**src/ctrl_pkg.sv**
```systemverilog
// control and connector constants

package ctrl_pkg;

  // reset sequence
  localparam int RST_LEN = 64;  // core reset cycles after pll lock

  // expansion connector, per side
  localparam int EXP_W = 11;

  // daisy parallel word
  localparam int PAR_W = 16;
  localparam logic [PAR_W-1:0] DAISY_IDLE = 16'h1234;  // sent when not in sync mode

  ////////////////////////////////////////////////////////////
  // daisy_mode bits
  ////////////////////////////////////////////////////////////

  localparam int MODE_SYNC = 0;  // trigger sync over daisy chain
  localparam int MODE_FLAG = 1;  // trigger out on expansion pin
  localparam int MODE_ASG  = 2;  // generator trigger instead of scope

  ////////////////////////////////////////////////////////////
  // alternate function pins, n side
  ////////////////////////////////////////////////////////////

  localparam int PIN_TRIG = 0;
  localparam int PIN_CAN1 = 6;
  localparam int PIN_CAN0 = 7;

endpackage

```
**src/analog_pkg.sv**
```systemverilog
// converter sample definitions

package analog_pkg;

  ////////////////////////////////////////////////////////////
  // widths
  ////////////////////////////////////////////////////////////

  localparam int N_CH  = 2;   // ADC and DAC channels
  localparam int ADC_W = 16;  // ADC sample, lowest 2 bits spare on 14-bit parts
  localparam int DAC_W = 14;  // DAC code
  localparam int SUM_W = DAC_W + 1;  // generator + controller, one guard bit

  ////////////////////////////////////////////////////////////
  // sample types
  ////////////////////////////////////////////////////////////

  // two's complement after front end conversion
  typedef logic signed [ADC_W-1:0] adc_sample_t;

  // 14-bit code
  // signed on the generator and controller side,
  // negative-slope offset code on the DAC pins
  typedef logic [DAC_W-1:0] dac_code_t;

endpackage
```
**src/analog_top.sv**
```systemverilog
// analog datapath and connector glue

module analog_top (
  input  logic adc_clk,
  input  logic rst_n_i,
  input  logic pll_locked_i,
  output logic core_rstn_o,
  // ADC
  input  logic [analog_pkg::N_CH-1:0][analog_pkg::ADC_W-1:0] adc_dat_i,
  output analog_pkg::adc_sample_t [analog_pkg::N_CH-1:0] adc_dat_o,
  // DAC
  input  analog_pkg::dac_code_t [analog_pkg::N_CH-1:0] asg_dat_i,
  input  analog_pkg::dac_code_t [analog_pkg::N_CH-1:0] pid_dat_i,
  input  logic [1:0] digital_loop_i,  // [0] DAC to ADC, [1] ADC to DAC
  output analog_pkg::dac_code_t dac_dat_a_o,
  output analog_pkg::dac_code_t dac_dat_b_o,
  // triggers and daisy chain
  input  logic [2:0]                 daisy_mode_i,
  input  logic [ctrl_pkg::PAR_W-1:0] par_dat_i,
  input  logic                       daisy_rx_rdy_i,
  input  logic                       scope_trig_i,
  input  logic                       asg_trig_i,
  output logic                       trig_ext_o,
  output logic [ctrl_pkg::PAR_W-1:0] par_dat_o,
  output logic                       par_dv_o,
  // expansion connector
  input  logic [ctrl_pkg::EXP_W-1:0] exp_p_dat_i,
  input  logic [ctrl_pkg::EXP_W-1:0] exp_n_dat_i,
  input  logic [ctrl_pkg::EXP_W-1:0] hk_p_dat_i,
  input  logic [ctrl_pkg::EXP_W-1:0] hk_n_dat_i,
  input  logic [ctrl_pkg::EXP_W-1:0] hk_p_dir_i,
  input  logic [ctrl_pkg::EXP_W-1:0] hk_n_dir_i,
  input  logic                       can_on_i,
  input  logic                       can0_tx_i,
  input  logic                       can1_tx_i,
  output logic [ctrl_pkg::EXP_W-1:0] exp_p_dat_o,
  output logic [ctrl_pkg::EXP_W-1:0] exp_n_dat_o,
  output logic [ctrl_pkg::EXP_W-1:0] exp_p_dir_o,
  output logic [ctrl_pkg::EXP_W-1:0] exp_n_dir_o,
  output logic                       can0_rx_o,
  output logic                       can1_rx_o
);

  analog_pkg::dac_code_t [analog_pkg::N_CH-1:0] sat_code;  // DAC codes before output reg
  logic trig_sel;

  ////////////////////////////////////////////////////////////
  // reset
  ////////////////////////////////////////////////////////////

  rst_sequencer i_rst (
    .adc_clk      (adc_clk),
    .rst_n_i      (rst_n_i),
    .pll_locked_i (pll_locked_i),
    .core_rstn_o  (core_rstn_o)
  );

  ////////////////////////////////////////////////////////////
  // converters
  ////////////////////////////////////////////////////////////

  adc_frontend i_adc (
    .adc_clk     (adc_clk),
    .rst_n_i     (rst_n_i),
    .core_rstn_i (core_rstn_o),
    .loop_i      (digital_loop_i[0]),
    .adc_raw_i   (adc_dat_i),
    .sat_code_i  (sat_code),
    .adc_dat_o   (adc_dat_o)   // also feeds DAC loopback
  );

  dac_backend i_dac (
    .adc_clk     (adc_clk),
    .rst_n_i     (rst_n_i),
    .core_rstn_i (core_rstn_o),
    .loop_i      (digital_loop_i[1]),
    .asg_dat_i   (asg_dat_i),
    .pid_dat_i   (pid_dat_i),
    .adc_dat_i   (adc_dat_o),
    .sat_code_o  (sat_code),
    .dac_dat_a_o (dac_dat_a_o),
    .dac_dat_b_o (dac_dat_b_o)
  );

  ////////////////////////////////////////////////////////////
  // triggers and connector
  ////////////////////////////////////////////////////////////

  trig_router i_trig (
    .daisy_mode_i   (daisy_mode_i),
    .par_dat_i      (par_dat_i),
    .daisy_rx_rdy_i (daisy_rx_rdy_i),
    .gpio_trig_i    (exp_n_dat_i[ctrl_pkg::PIN_TRIG]),  // n side pin 0
    .scope_trig_i   (scope_trig_i),
    .asg_trig_i     (asg_trig_i),
    .trig_ext_o     (trig_ext_o),
    .trig_sel_o     (trig_sel),
    .par_dv_o       (par_dv_o),
    .par_dat_o      (par_dat_o)
  );

  exp_pin_mux i_exp (
    .exp_p_dat_i  (exp_p_dat_i),
    .exp_n_dat_i  (exp_n_dat_i),
    .hk_p_dat_i   (hk_p_dat_i),
    .hk_n_dat_i   (hk_n_dat_i),
    .hk_p_dir_i   (hk_p_dir_i),
    .hk_n_dir_i   (hk_n_dir_i),
    .can_on_i     (can_on_i),
    .can0_tx_i    (can0_tx_i),
    .can1_tx_i    (can1_tx_i),
    .daisy_flag_i (daisy_mode_i[ctrl_pkg::MODE_FLAG]),
    .trig_sel_i   (trig_sel),
    .exp_p_dat_o  (exp_p_dat_o),
    .exp_n_dat_o  (exp_n_dat_o),
    .exp_p_dir_o  (exp_p_dir_o),
    .exp_n_dir_o  (exp_n_dir_o),
    .can0_rx_o    (can0_rx_o),
    .can1_rx_o    (can1_rx_o)
  );

endmodule

```
**src/exp_pin_mux.sv**
```systemverilog
// expansion connector alternate functions

module exp_pin_mux (
  input  logic [ctrl_pkg::EXP_W-1:0] exp_p_dat_i,  // pin readback
  input  logic [ctrl_pkg::EXP_W-1:0] exp_n_dat_i,
  input  logic [ctrl_pkg::EXP_W-1:0] hk_p_dat_i,   // housekeeping gpio
  input  logic [ctrl_pkg::EXP_W-1:0] hk_n_dat_i,
  input  logic [ctrl_pkg::EXP_W-1:0] hk_p_dir_i,   // 1 = output
  input  logic [ctrl_pkg::EXP_W-1:0] hk_n_dir_i,
  input  logic                       can_on_i,
  input  logic                       can0_tx_i,
  input  logic                       can1_tx_i,
  input  logic                       daisy_flag_i,
  input  logic                       trig_sel_i,
  output logic [ctrl_pkg::EXP_W-1:0] exp_p_dat_o,
  output logic [ctrl_pkg::EXP_W-1:0] exp_n_dat_o,
  output logic [ctrl_pkg::EXP_W-1:0] exp_p_dir_o,
  output logic [ctrl_pkg::EXP_W-1:0] exp_n_dir_o,
  output logic                       can0_rx_o,
  output logic                       can1_rx_o
);

  logic [ctrl_pkg::EXP_W-1:0] n_alt;      // alternate function on
  logic [ctrl_pkg::EXP_W-1:0] n_alt_dat;  // alternate function data

  ////////////////////////////////////////////////////////////
  // p side, housekeeping only
  ////////////////////////////////////////////////////////////

  assign exp_p_dat_o = hk_p_dat_i;
  assign exp_p_dir_o = hk_p_dir_i;

  ////////////////////////////////////////////////////////////
  // n side
  ////////////////////////////////////////////////////////////

  always_comb begin
    n_alt     = '0;
    n_alt_dat = '0;
    n_alt[ctrl_pkg::PIN_TRIG]     = daisy_flag_i;  // trigger out
    n_alt_dat[ctrl_pkg::PIN_TRIG] = trig_sel_i;
    n_alt[ctrl_pkg::PIN_CAN0]     = can_on_i;
    n_alt_dat[ctrl_pkg::PIN_CAN0] = can0_tx_i;
    n_alt[ctrl_pkg::PIN_CAN1]     = can_on_i;
    n_alt_dat[ctrl_pkg::PIN_CAN1] = can1_tx_i;
  end

  // alternate pins are always outputs
  assign exp_n_dat_o = (n_alt & n_alt_dat) | (~n_alt & hk_n_dat_i);
  assign exp_n_dir_o = n_alt | hk_n_dir_i;

  // CAN receive from p pins, quiet when CAN is off
  assign can0_rx_o = can_on_i & exp_p_dat_i[ctrl_pkg::PIN_CAN0];
  assign can1_rx_o = can_on_i & exp_p_dat_i[ctrl_pkg::PIN_CAN1];

endmodule

```
**src/trig_router.sv**
```systemverilog
// trigger routing and daisy transmit

module trig_router (
  input  logic [2:0]                  daisy_mode_i,
  input  logic [ctrl_pkg::PAR_W-1:0]  par_dat_i,       // received daisy word
  input  logic                        daisy_rx_rdy_i,
  input  logic                        gpio_trig_i,     // expansion trigger pin
  input  logic                        scope_trig_i,
  input  logic                        asg_trig_i,
  output logic                        trig_ext_o,
  output logic                        trig_sel_o,      // trigger out, to pin mux
  output logic                        par_dv_o,
  output logic [ctrl_pkg::PAR_W-1:0]  par_dat_o        // word to daisy transmitter
);

  logic sync_mode;
  logic daisy_trig;

  assign sync_mode  = daisy_mode_i[ctrl_pkg::MODE_SYNC];
  assign daisy_trig = |par_dat_i;  // any bit set counts

  ////////////////////////////////////////////////////////////
  // triggers
  ////////////////////////////////////////////////////////////

  // pin trigger blocked while a daisy trigger arrives in sync mode
  assign trig_ext_o = gpio_trig_i & ~(sync_mode & daisy_trig);

  assign trig_sel_o = daisy_mode_i[ctrl_pkg::MODE_ASG] ? asg_trig_i : scope_trig_i;

  ////////////////////////////////////////////////////////////
  // daisy transmit
  ////////////////////////////////////////////////////////////

  always_comb begin
    if (sync_mode) begin
      par_dat_o = {ctrl_pkg::PAR_W{trig_sel_o}};  // trigger on every bit
      par_dv_o  = 1'b0;
    end else begin
      par_dat_o = ctrl_pkg::DAISY_IDLE;  // test pattern
      par_dv_o  = daisy_rx_rdy_i;
    end
  end

endmodule

```
**src/dac_backend.sv**
```systemverilog
// DAC sum, saturation and code conversion

module dac_backend (
  input  logic adc_clk,
  input  logic rst_n_i,
  input  logic core_rstn_i,  // sync clear of output regs
  input  logic loop_i,       // send ADC samples to DAC
  input  analog_pkg::dac_code_t [analog_pkg::N_CH-1:0] asg_dat_i,
  input  analog_pkg::dac_code_t [analog_pkg::N_CH-1:0] pid_dat_i,
  input  analog_pkg::adc_sample_t [analog_pkg::N_CH-1:0] adc_dat_i,
  output analog_pkg::dac_code_t [analog_pkg::N_CH-1:0] sat_code_o,  // comb, for ADC loopback
  output analog_pkg::dac_code_t dac_dat_a_o,
  output analog_pkg::dac_code_t dac_dat_b_o
);

  localparam int ADC_W = analog_pkg::ADC_W;
  localparam int DAC_W = analog_pkg::DAC_W;
  localparam int SUM_W = analog_pkg::SUM_W;

  analog_pkg::dac_code_t [analog_pkg::N_CH-1:0] code_nxt;
  analog_pkg::dac_code_t [analog_pkg::N_CH-1:0] code_q;

  ////////////////////////////////////////////////////////////
  // sum and saturation
  ////////////////////////////////////////////////////////////

  always_comb begin
    logic signed [SUM_W-1:0] sum;
    logic [DAC_W-1:0]        sat;
    for (int ch = 0; ch < analog_pkg::N_CH; ch++) begin
      sum = $signed(asg_dat_i[ch]) + $signed(pid_dat_i[ch]);  // sign extended
      // top two bits differ, so out of 14-bit range
      if (sum[SUM_W-1] ^ sum[SUM_W-2]) begin
        sat = {sum[SUM_W-1], {(DAC_W-1){~sum[SUM_W-1]}}};  // clamp to limit of sign
      end else begin
        sat = sum[DAC_W-1:0];
      end
      sat_code_o[ch] = sat;

      if (loop_i) begin
        // ADC sample back out, drop 2 lsbs
        code_nxt[ch] = {adc_dat_i[ch][ADC_W-1], ~adc_dat_i[ch][ADC_W-2 -: DAC_W-1]};
      end else begin
        code_nxt[ch] = {sat[DAC_W-1], ~sat[DAC_W-2:0]};  // to negative slope
      end
    end
  end

  ////////////////////////////////////////////////////////////
  // output register
  ////////////////////////////////////////////////////////////

  always_ff @(posedge adc_clk or negedge rst_n_i) begin
    if (!rst_n_i) begin
      code_q <= '0;
    end else if (!core_rstn_i) begin
      code_q <= '0;
    end else begin
      code_q <= code_nxt;
    end
  end

  assign dac_dat_a_o = code_q[0];  // channel a
  assign dac_dat_b_o = code_q[1];  // channel b

endmodule

```
**src/adc_frontend.sv**
```systemverilog
// ADC code conversion

module adc_frontend (
  input  logic adc_clk,
  input  logic rst_n_i,
  input  logic core_rstn_i,  // sync clear of output regs
  input  logic loop_i,       // take DAC codes instead of ADC
  input  logic [analog_pkg::N_CH-1:0][analog_pkg::ADC_W-1:0] adc_raw_i,
  input  analog_pkg::dac_code_t [analog_pkg::N_CH-1:0] sat_code_i,
  output analog_pkg::adc_sample_t [analog_pkg::N_CH-1:0] adc_dat_o
);

  localparam int ADC_W = analog_pkg::ADC_W;
  localparam int PAD_W = analog_pkg::ADC_W - analog_pkg::DAC_W;

  analog_pkg::adc_sample_t [analog_pkg::N_CH-1:0] adc_nxt;

  ////////////////////////////////////////////////////////////
  // conversion
  ////////////////////////////////////////////////////////////

  always_comb begin
    for (int ch = 0; ch < analog_pkg::N_CH; ch++) begin
      if (loop_i) begin
        adc_nxt[ch] = {{PAD_W{1'b0}}, sat_code_i[ch]};  // digital loopback
      end else begin
        // negative slope to two's complement
        adc_nxt[ch] = {adc_raw_i[ch][ADC_W-1], ~adc_raw_i[ch][ADC_W-2:0]};
      end
    end
  end

  ////////////////////////////////////////////////////////////
  // output register
  ////////////////////////////////////////////////////////////

  always_ff @(posedge adc_clk or negedge rst_n_i) begin
    if (!rst_n_i) begin
      adc_dat_o <= '0;
    end else if (!core_rstn_i) begin
      adc_dat_o <= '0;  // held during core reset
    end else begin
      adc_dat_o <= adc_nxt;
    end
  end

endmodule

```
**src/rst_sequencer.sv**
```systemverilog
// core reset after pll lock

module rst_sequencer (
  input  logic adc_clk,
  input  logic rst_n_i,
  input  logic pll_locked_i,
  output logic core_rstn_o
);

  // counter has to reach RST_LEN itself
  localparam int CNT_W = $clog2(ctrl_pkg::RST_LEN + 1);

  logic             locked_q;  // lock flag, one cycle late
  logic             lock_rise;
  logic [CNT_W-1:0] cnt;

  assign lock_rise = pll_locked_i & ~locked_q;

  always_ff @(posedge adc_clk or negedge rst_n_i) begin
    if (!rst_n_i) begin
      locked_q <= 1'b0;
      cnt      <= '0;
    end else begin
      locked_q <= pll_locked_i;
      if (!pll_locked_i) begin
        cnt <= '0;  // lock lost, abort sequence
      end else if (lock_rise || (cnt != '0)) begin
        // runs 1..RST_LEN then wraps to idle
        cnt <= (cnt == CNT_W'(ctrl_pkg::RST_LEN)) ? '0 : cnt + 1'b1;
      end
    end
  end

  // low while counting, registered
  always_ff @(posedge adc_clk or negedge rst_n_i) begin
    if (!rst_n_i) core_rstn_o <= 1'b0;
    else          core_rstn_o <= (cnt == '0);
  end

endmodule

```
**config.mk**
```make
export PLATFORM = sky130hd
export DESIGN_NAME = analog_top
export DESIGN_NICKNAME = d
export VERILOG_FILES = /design/src/ctrl_pkg.sv /design/src/analog_pkg.sv /design/src/analog_top.sv /design/src/exp_pin_mux.sv /design/src/trig_router.sv /design/src/dac_backend.sv /design/src/adc_frontend.sv /design/src/rst_sequencer.sv
export SDC_FILE = /design/constraint.sdc
export NUM_CORES = 1
export LEC_CHECK = 0
export BUFFER_PORTS_ARGS = -buffer_cell sky130_fd_sc_hd__buf_2
export CAP_MARGIN = 10
export CORE_AREA = 2 2 119 121
export DETAILED_ROUTE_END_ITERATION = 8
export DIE_AREA = 0 0 121 123
export GPL_TIMING_DRIVEN = 0
export PLACE_DENSITY_LB_ADDON = 0.25
export SYNTH_ARGS = -nofsm -noshare
export SYNTH_HDL_FRONTEND = slang
export SYNTH_HIERARCHICAL = 1
export SYNTH_SLANG_ARGS = --single-unit
```
**constraint.sdc**
```tcl
create_clock -name adc_clk -period 3.6 [get_ports adc_clk]
set_input_delay 0.54 -clock adc_clk [delete_from_list [all_inputs] [get_ports adc_clk]]
set_output_delay 0.54 -clock adc_clk [all_outputs]
set_load 0.005 [all_outputs]
```
After elaboration in Yosys (flattened, before gate mapping)
Index checks and enable logic that the tools add are counted.
{"block": "totals", "reg_bits": 69, "in_bits": 184, "output_inout_bits": 125, "elab_cells": 52}
{"block": "op_classes", "add_sub_neg": 3, "eq_ne": 2, "n_mux": 14, "n_bitwise": 22, "reduce_logical": 4}
{"operator": "2-to-1 mux 14 bit", "count": 4}
{"operator": "NOT 13 bit", "count": 4}
{"operator": "2-to-1 mux 16 bit", "count": 3}
{"operator": "2-to-1 mux 32 bit", "count": 1}
{"operator": "adder 14 x 14 -> 15 bit", "count": 2}
{"operator": "NOT 15 bit", "count": 2}
{"operator": "2-to-1 mux 28 bit", "count": 1}
{"operator": "2-to-1 mux 7 bit", "count": 3}
{"operator": "OR reduction 16 bit", "count": 1}
{"operator": "bitwise AND 11 bit", "count": 1}
{"operator": "NOT 8 -> 11 bit", "count": 1}
{"operator": "OR 11 bit", "count": 1}
{"operator": "OR 8 x 11 -> 11 bit", "count": 1}
{"operator": "bitwise AND 8 bit", "count": 1}
{"operator": "adder 7 x 1 -> 7 bit (second input constant)", "count": 1}
{"operator": "== test 7 bit (second input constant)", "count": 1}
{"operator": "zero test 7 bit", "count": 1}
{"operator": "nonzero test 7 bit", "count": 1}
{"operator": "bitwise AND 1 bit", "count": 5}
{"operator": "NOT 1 bit", "count": 4}
{"operator": "2-to-1 mux 1 bit", "count": 2}
{"operator": "!= test 2 x 1 -> 1 bit (second input constant)", "count": 1}
{"operator": "XOR 1 bit", "count": 2}
{"operator": "logical OR 1 bit", "count": 1}

Logic depth before layout (Yosys ltp)
{"block": "logic_depth", "depth_word": 6, "depth_mapped": 14, "ltp_nobuf": 13}

By module
Netlist, hierarchy kept.
{"module": "dac_backend", "instances": 1, "cells_each": 293, "area_per_inst_um2": 2595.0, "seq_area_each_um2": 700.7}
{"module": "adc_frontend", "instances": 1, "cells_each": 132, "area_per_inst_um2": 1420.1, "seq_area_each_um2": 800.8}
{"module": "rst_sequencer", "instances": 1, "cells_each": 42, "area_per_inst_um2": 452.9, "seq_area_each_um2": 225.2}
{"module": "exp_pin_mux", "instances": 1, "cells_each": 46, "area_per_inst_um2": 350.3, "seq_area_each_um2": 0.0}
{"module": "trig_router", "instances": 1, "cells_each": 25, "area_per_inst_um2": 180.2, "seq_area_each_um2": 0.0}

Worst setup path before layout
Ideal clock, no wire load.
{"block": "synth_path", "path_type": "input to register", "start": "in asg_dat_i[7] in the netlist's numbering", "end": "reg i_adc/adc_dat_o[4] in the netlist's numbering", "setup_ns": 0.084, "t_arrival_ns": 3.277, "required_ns": 3.516, "path_slack_ns": 0.239, "stages": 13, "n_path_buf": 1, "path_cell_list": "ha_1 and3_1 a221o_1 a221oi_1 o21ai_0 nand3_1 nand2_1 xor2_1 ha_1 clkbuf_1 o31ai_1 nand2_1 a21boi_0"}
{"item": "start, declared", "line": "analog_top.sv:12", "text": "input analog_pkg::dac_code_t [analog_pkg::N_CH-1:0] asg_dat_i,"}
{"item": "end signal, assigned", "line": "adc_frontend.sv:43", "text": "adc_dat_o <= adc_nxt;"}
{"item": "end, declared", "line": "adc_frontend.sv:10", "text": "output analog_pkg::adc_sample_t [analog_pkg::N_CH-1:0] adc_dat_o"}

==> impl_results.md <==
* Total power after layout at 3490 uW
* Total GRT Usage at 21.4%
* Clk Latency, worst-skew pair at 0.33 ns
* Clock root cell: clkbuf_16
* CP endpoint kind: flip-flop
* Post-synth top area cell: dfrtp_1
* Post-Syn Instances at 538
* Hold Path Class: in2async
* R2R Path End: i_rst/cnt[0]
* Worst-Margin Slew at 0.878 ns
* Power share of the combinational group at 41.7%
* Clock skew at 0.00422 ns
* Maxcap violations at 0
* Synth Net Count at 756
* I/O pin count at 309
* Pwr per Cell Area at 511 nW/um2
* Count leader, synth: dfrtp_1
* Post-synth cell types at 65
* Switching part of the total at 35.3%
* Final-report setup violation count at 0
* Placed cells at slightly below 1000
* Hpwl dp at roughly 13000 um
* CP max-delay cell: ha_1
* Met3 WL at 1040 um
* Worst setup path class: in2reg
* Yosys warnings at 6
* Largest net degree at the start of global routing at 70
* Clk sinks at 69
* Layout Cells excl Fill at a little under 1000
* Register area at between 1500 and 2000 um2
* Asr flop ratio synth at 100%
* Reg2Reg Depth at 5
* Delay-heaviest family, CP: compound AO/OA/AOI/OAI gates
* Met2 wire length at just under 8000 um
* Hold_ws at 0.341 ns
* Top FF cell, synth: dfrtp_1
* WP buf/inv at 2
* Reg2reg setup slack at approximately 1.9 ns
* H-tree levels at 3
* Slowest stage delay, CP at approximately 0.38 ns
* Via count at a little under 5000
* Clock buffer depth at 2
* IO Port Bufs at 250
* Core area at 13600 um2
* Total CTS buffers at 9
* Post-place instance area at 6480 um2
* Pins over their slew limit at 0
* P_int at 2260 uW
* Vias per Instance at approximately 5.0
* Die area at 14900 um2
* Cell leakage power at 0.00353 uW
* Die Ht at 123 um
* DR iter-0 viols at 305
* Reg-to-Reg Start: i_rst/cnt[0]
* Cell Area, Synth at 5000 um2
* Crit Path Max Fanout at 10
* Final #Nets at 1018
* Routed wire per std cell at around 17 um
* Top sig layer: met4
* Hold Vio Cnt, Final at 0
* Total wire length at 16400 um
* Final instance area at 6830 um2
* P_sw at 1230 uW
* Arrival @ worst endpoint at 3.68 ns
* Initial Utilization at a little under two fifths
* Synth cell count leaders: dfrtp_1 (69), nand2_1 (63), buf_4 (55)
* CTS tree: done
* Clk pwr share at approximately 25%
* Crit share post-route at 94.9%
* Outcome: completed
* Max Fclk at 293 MHz
* Syn avg cell area at around 9.3 um2
* Grt ovf at 0
* Critical path depth at 14
* Area growth syn-to-layout at 36.7%
* Max transition margin at about 41%
* Die X-Extent at 121 um
* Setup crit start kind: primary input
* Period minus WS final at 3.42 ns
* Peak supply drop at between 0.2 and 0.3 mV
* RSZ-0062 raised after global routing: false
* Reg power frac at 33.4%
* Footprint of the multi-input gates at 2780 um2
* Reg clk slew, reported paths at 0.06 ns
* Synth top area share at roughly a third
* EDFF count, synth at 0
* Sequential share of the synthesized area at between 30% and 40%
* Residual DRC count at 0
* Antenna Cells at 0
* Synth area leaders: dfrtp_1 (35%), buf_4 (8.3%), ha_1 (8.0%)
* First-pass GRT wire length at 24600 um
* M1 WL at 7380 um
* Initial antenna violation count at 0
* Pre-antenna DRT Iters at 4
* Routed Antenna Nets at 0
* Number of global-route vias before repair at 4791
* # rows at between 40 and 50
* # fillers at 1307
* Routability Congestion at 0.941
* Share of layout cells above drive strength 1 at 47.7%
* Synthesized flop and latch total at 69
* CP Cell Sequence: buf_2, ha_1, and3_1, a221o_1, a221oi_2, o21ai_1, nand3_1, nand2_1, xor2_1, ha_1, buf_2, o31ai_4, nand2_1, a21boi_2
* Crit path required time at 3.86 ns
==> placed cells by master (no fill, tap or decap), types with 4 or more instances in the layout <==
| master | count |
|---|---|
| clkbuf_1 | 8 |
| buf_4 | 58 |
| nor2b_1 | 4 |
| a21o_1 | 8 |
| a21oi_2 | 10 |
| or3_1 | 4 |
| or2_0 | 7 |
| nand2b_1 | 5 |
| a21boi_1 | 12 |
| or2_2 | 14 |
| o21a_1 | 5 |
| xor2_1 | 9 |
| o22ai_1 | 14 |
| a21boi_2 | 10 |
| buf_2 | 252 |
| o21ai_0 | 18 |
| ha_1 | 32 |
| dfrtp_1 | 69 |
| clkbuf_16 | 9 |
| a21oi_1 | 20 |
| nor2_1 | 25 |
| nand3_1 | 8 |
| nand2_1 | 63 |
| inv_1 | 13 |
| or2_1 | 13 |
| maj3_2 | 8 |
| and2_1 | 4 |
| nor4_1 | 4 |
| o21bai_1 | 4 |
| a211oi_1 | 6 |
| nor3_1 | 6 |
| a21boi_0 | 9 |
| xnor2_1 | 13 |
==> cell type report <==
cell class / instances / area share (%)
Inverter: 13 / 0.714
Clock buffer: 10 / 3.35
Tap cell: 180 / 3.30
Sequential cell: 69 / 25.3
Timing Repair Buffer: 251 / 18.5
Buffer: 70 / 7.32
Multi-Input combinational cell: 386 / 40.7
Clock inverter: 6 / 0.934
==> power groups by stage <==
stage	Combinational (uW)	Sequential (uW)	Clock, uW
2_1_floorplan	795	1170	0
3_3_place_gp	1400	1180	0
3_5_place_dp	1420	1180	0
4_1_cts	1430	1170	891
5_1_grt	1610	1190	928
6_report	1460	1170	868
==> cell families after synthesis <==
kind of cell	after synthesis	synth area share, %
XOR/XNOR	23	4.18
AO/OA/AOI/OAI	146	21.5
flip-flops	69	34.5
buffers and inverters	83	10.9
multiplexers	4	0.876
adder cells (fa/ha/maj)	45	11.2
AND/OR/NAND/NOR	168	16.7
==> metal layers <==
metal | vias up | GRT usage, %
met2 | 212 | 33.6
met5 | - | 0
met3 | 18 | 3.97
met1 | 2321 | 30.4
met4 | 0 | 5.09
li1 | 2374 | -
==> sequential cells by signal (all words and copies together) (netlist names) <==
signal             count
i_rst/cnt              7
i_rst/core_rstn_o      1
i_dac/dac_dat_a_o     14
i_dac/dac_dat_b_o     14
i_adc/adc_dat_o       32
i_rst/locked_q         1
==> worst max-delay path by stage <==
stage                 startpoint                   to  slack, ns
floorplan           asg_dat_i[7]   i_adc/adc_dat_o[4]       0.24
global placement    asg_dat_i[7]  i_adc/adc_dat_o[12]      -0.57
detailed placement  asg_dat_i[5]  i_adc/adc_dat_o[12]      -0.54
CTS                 asg_dat_i[5]  i_adc/adc_dat_o[12]      -0.05
global route        asg_dat_i[6]  i_adc/adc_dat_o[12]       0.02
finish              asg_dat_i[5]  i_adc/adc_dat_o[12]       0.18
==> through the flow <==
stage / util [%] / worst slack (ns) / setup TNS, ns
floorplan: - / 0.239 / 0
global placement: 47.6 / -0.566 / -8.15
detailed placement: 47.6 / -0.537 / -7.49
CTS: 49.8 / -0.0532 / -0.129
global route: 50.2 / 0.0154 / 0
finish: 50.2 / 0.183 / 0
==> timing repair <==
item                       4_1_cts  5_1_grt
buffers inserted                 0        1
hold buffers                     0        0
hold endpoints to repair         0        0
gates resized for setup          2       14
setup endpoints to repair        6       26
pin swaps                        0        1
No activity file was read; power rests on OpenSTA's default activity.
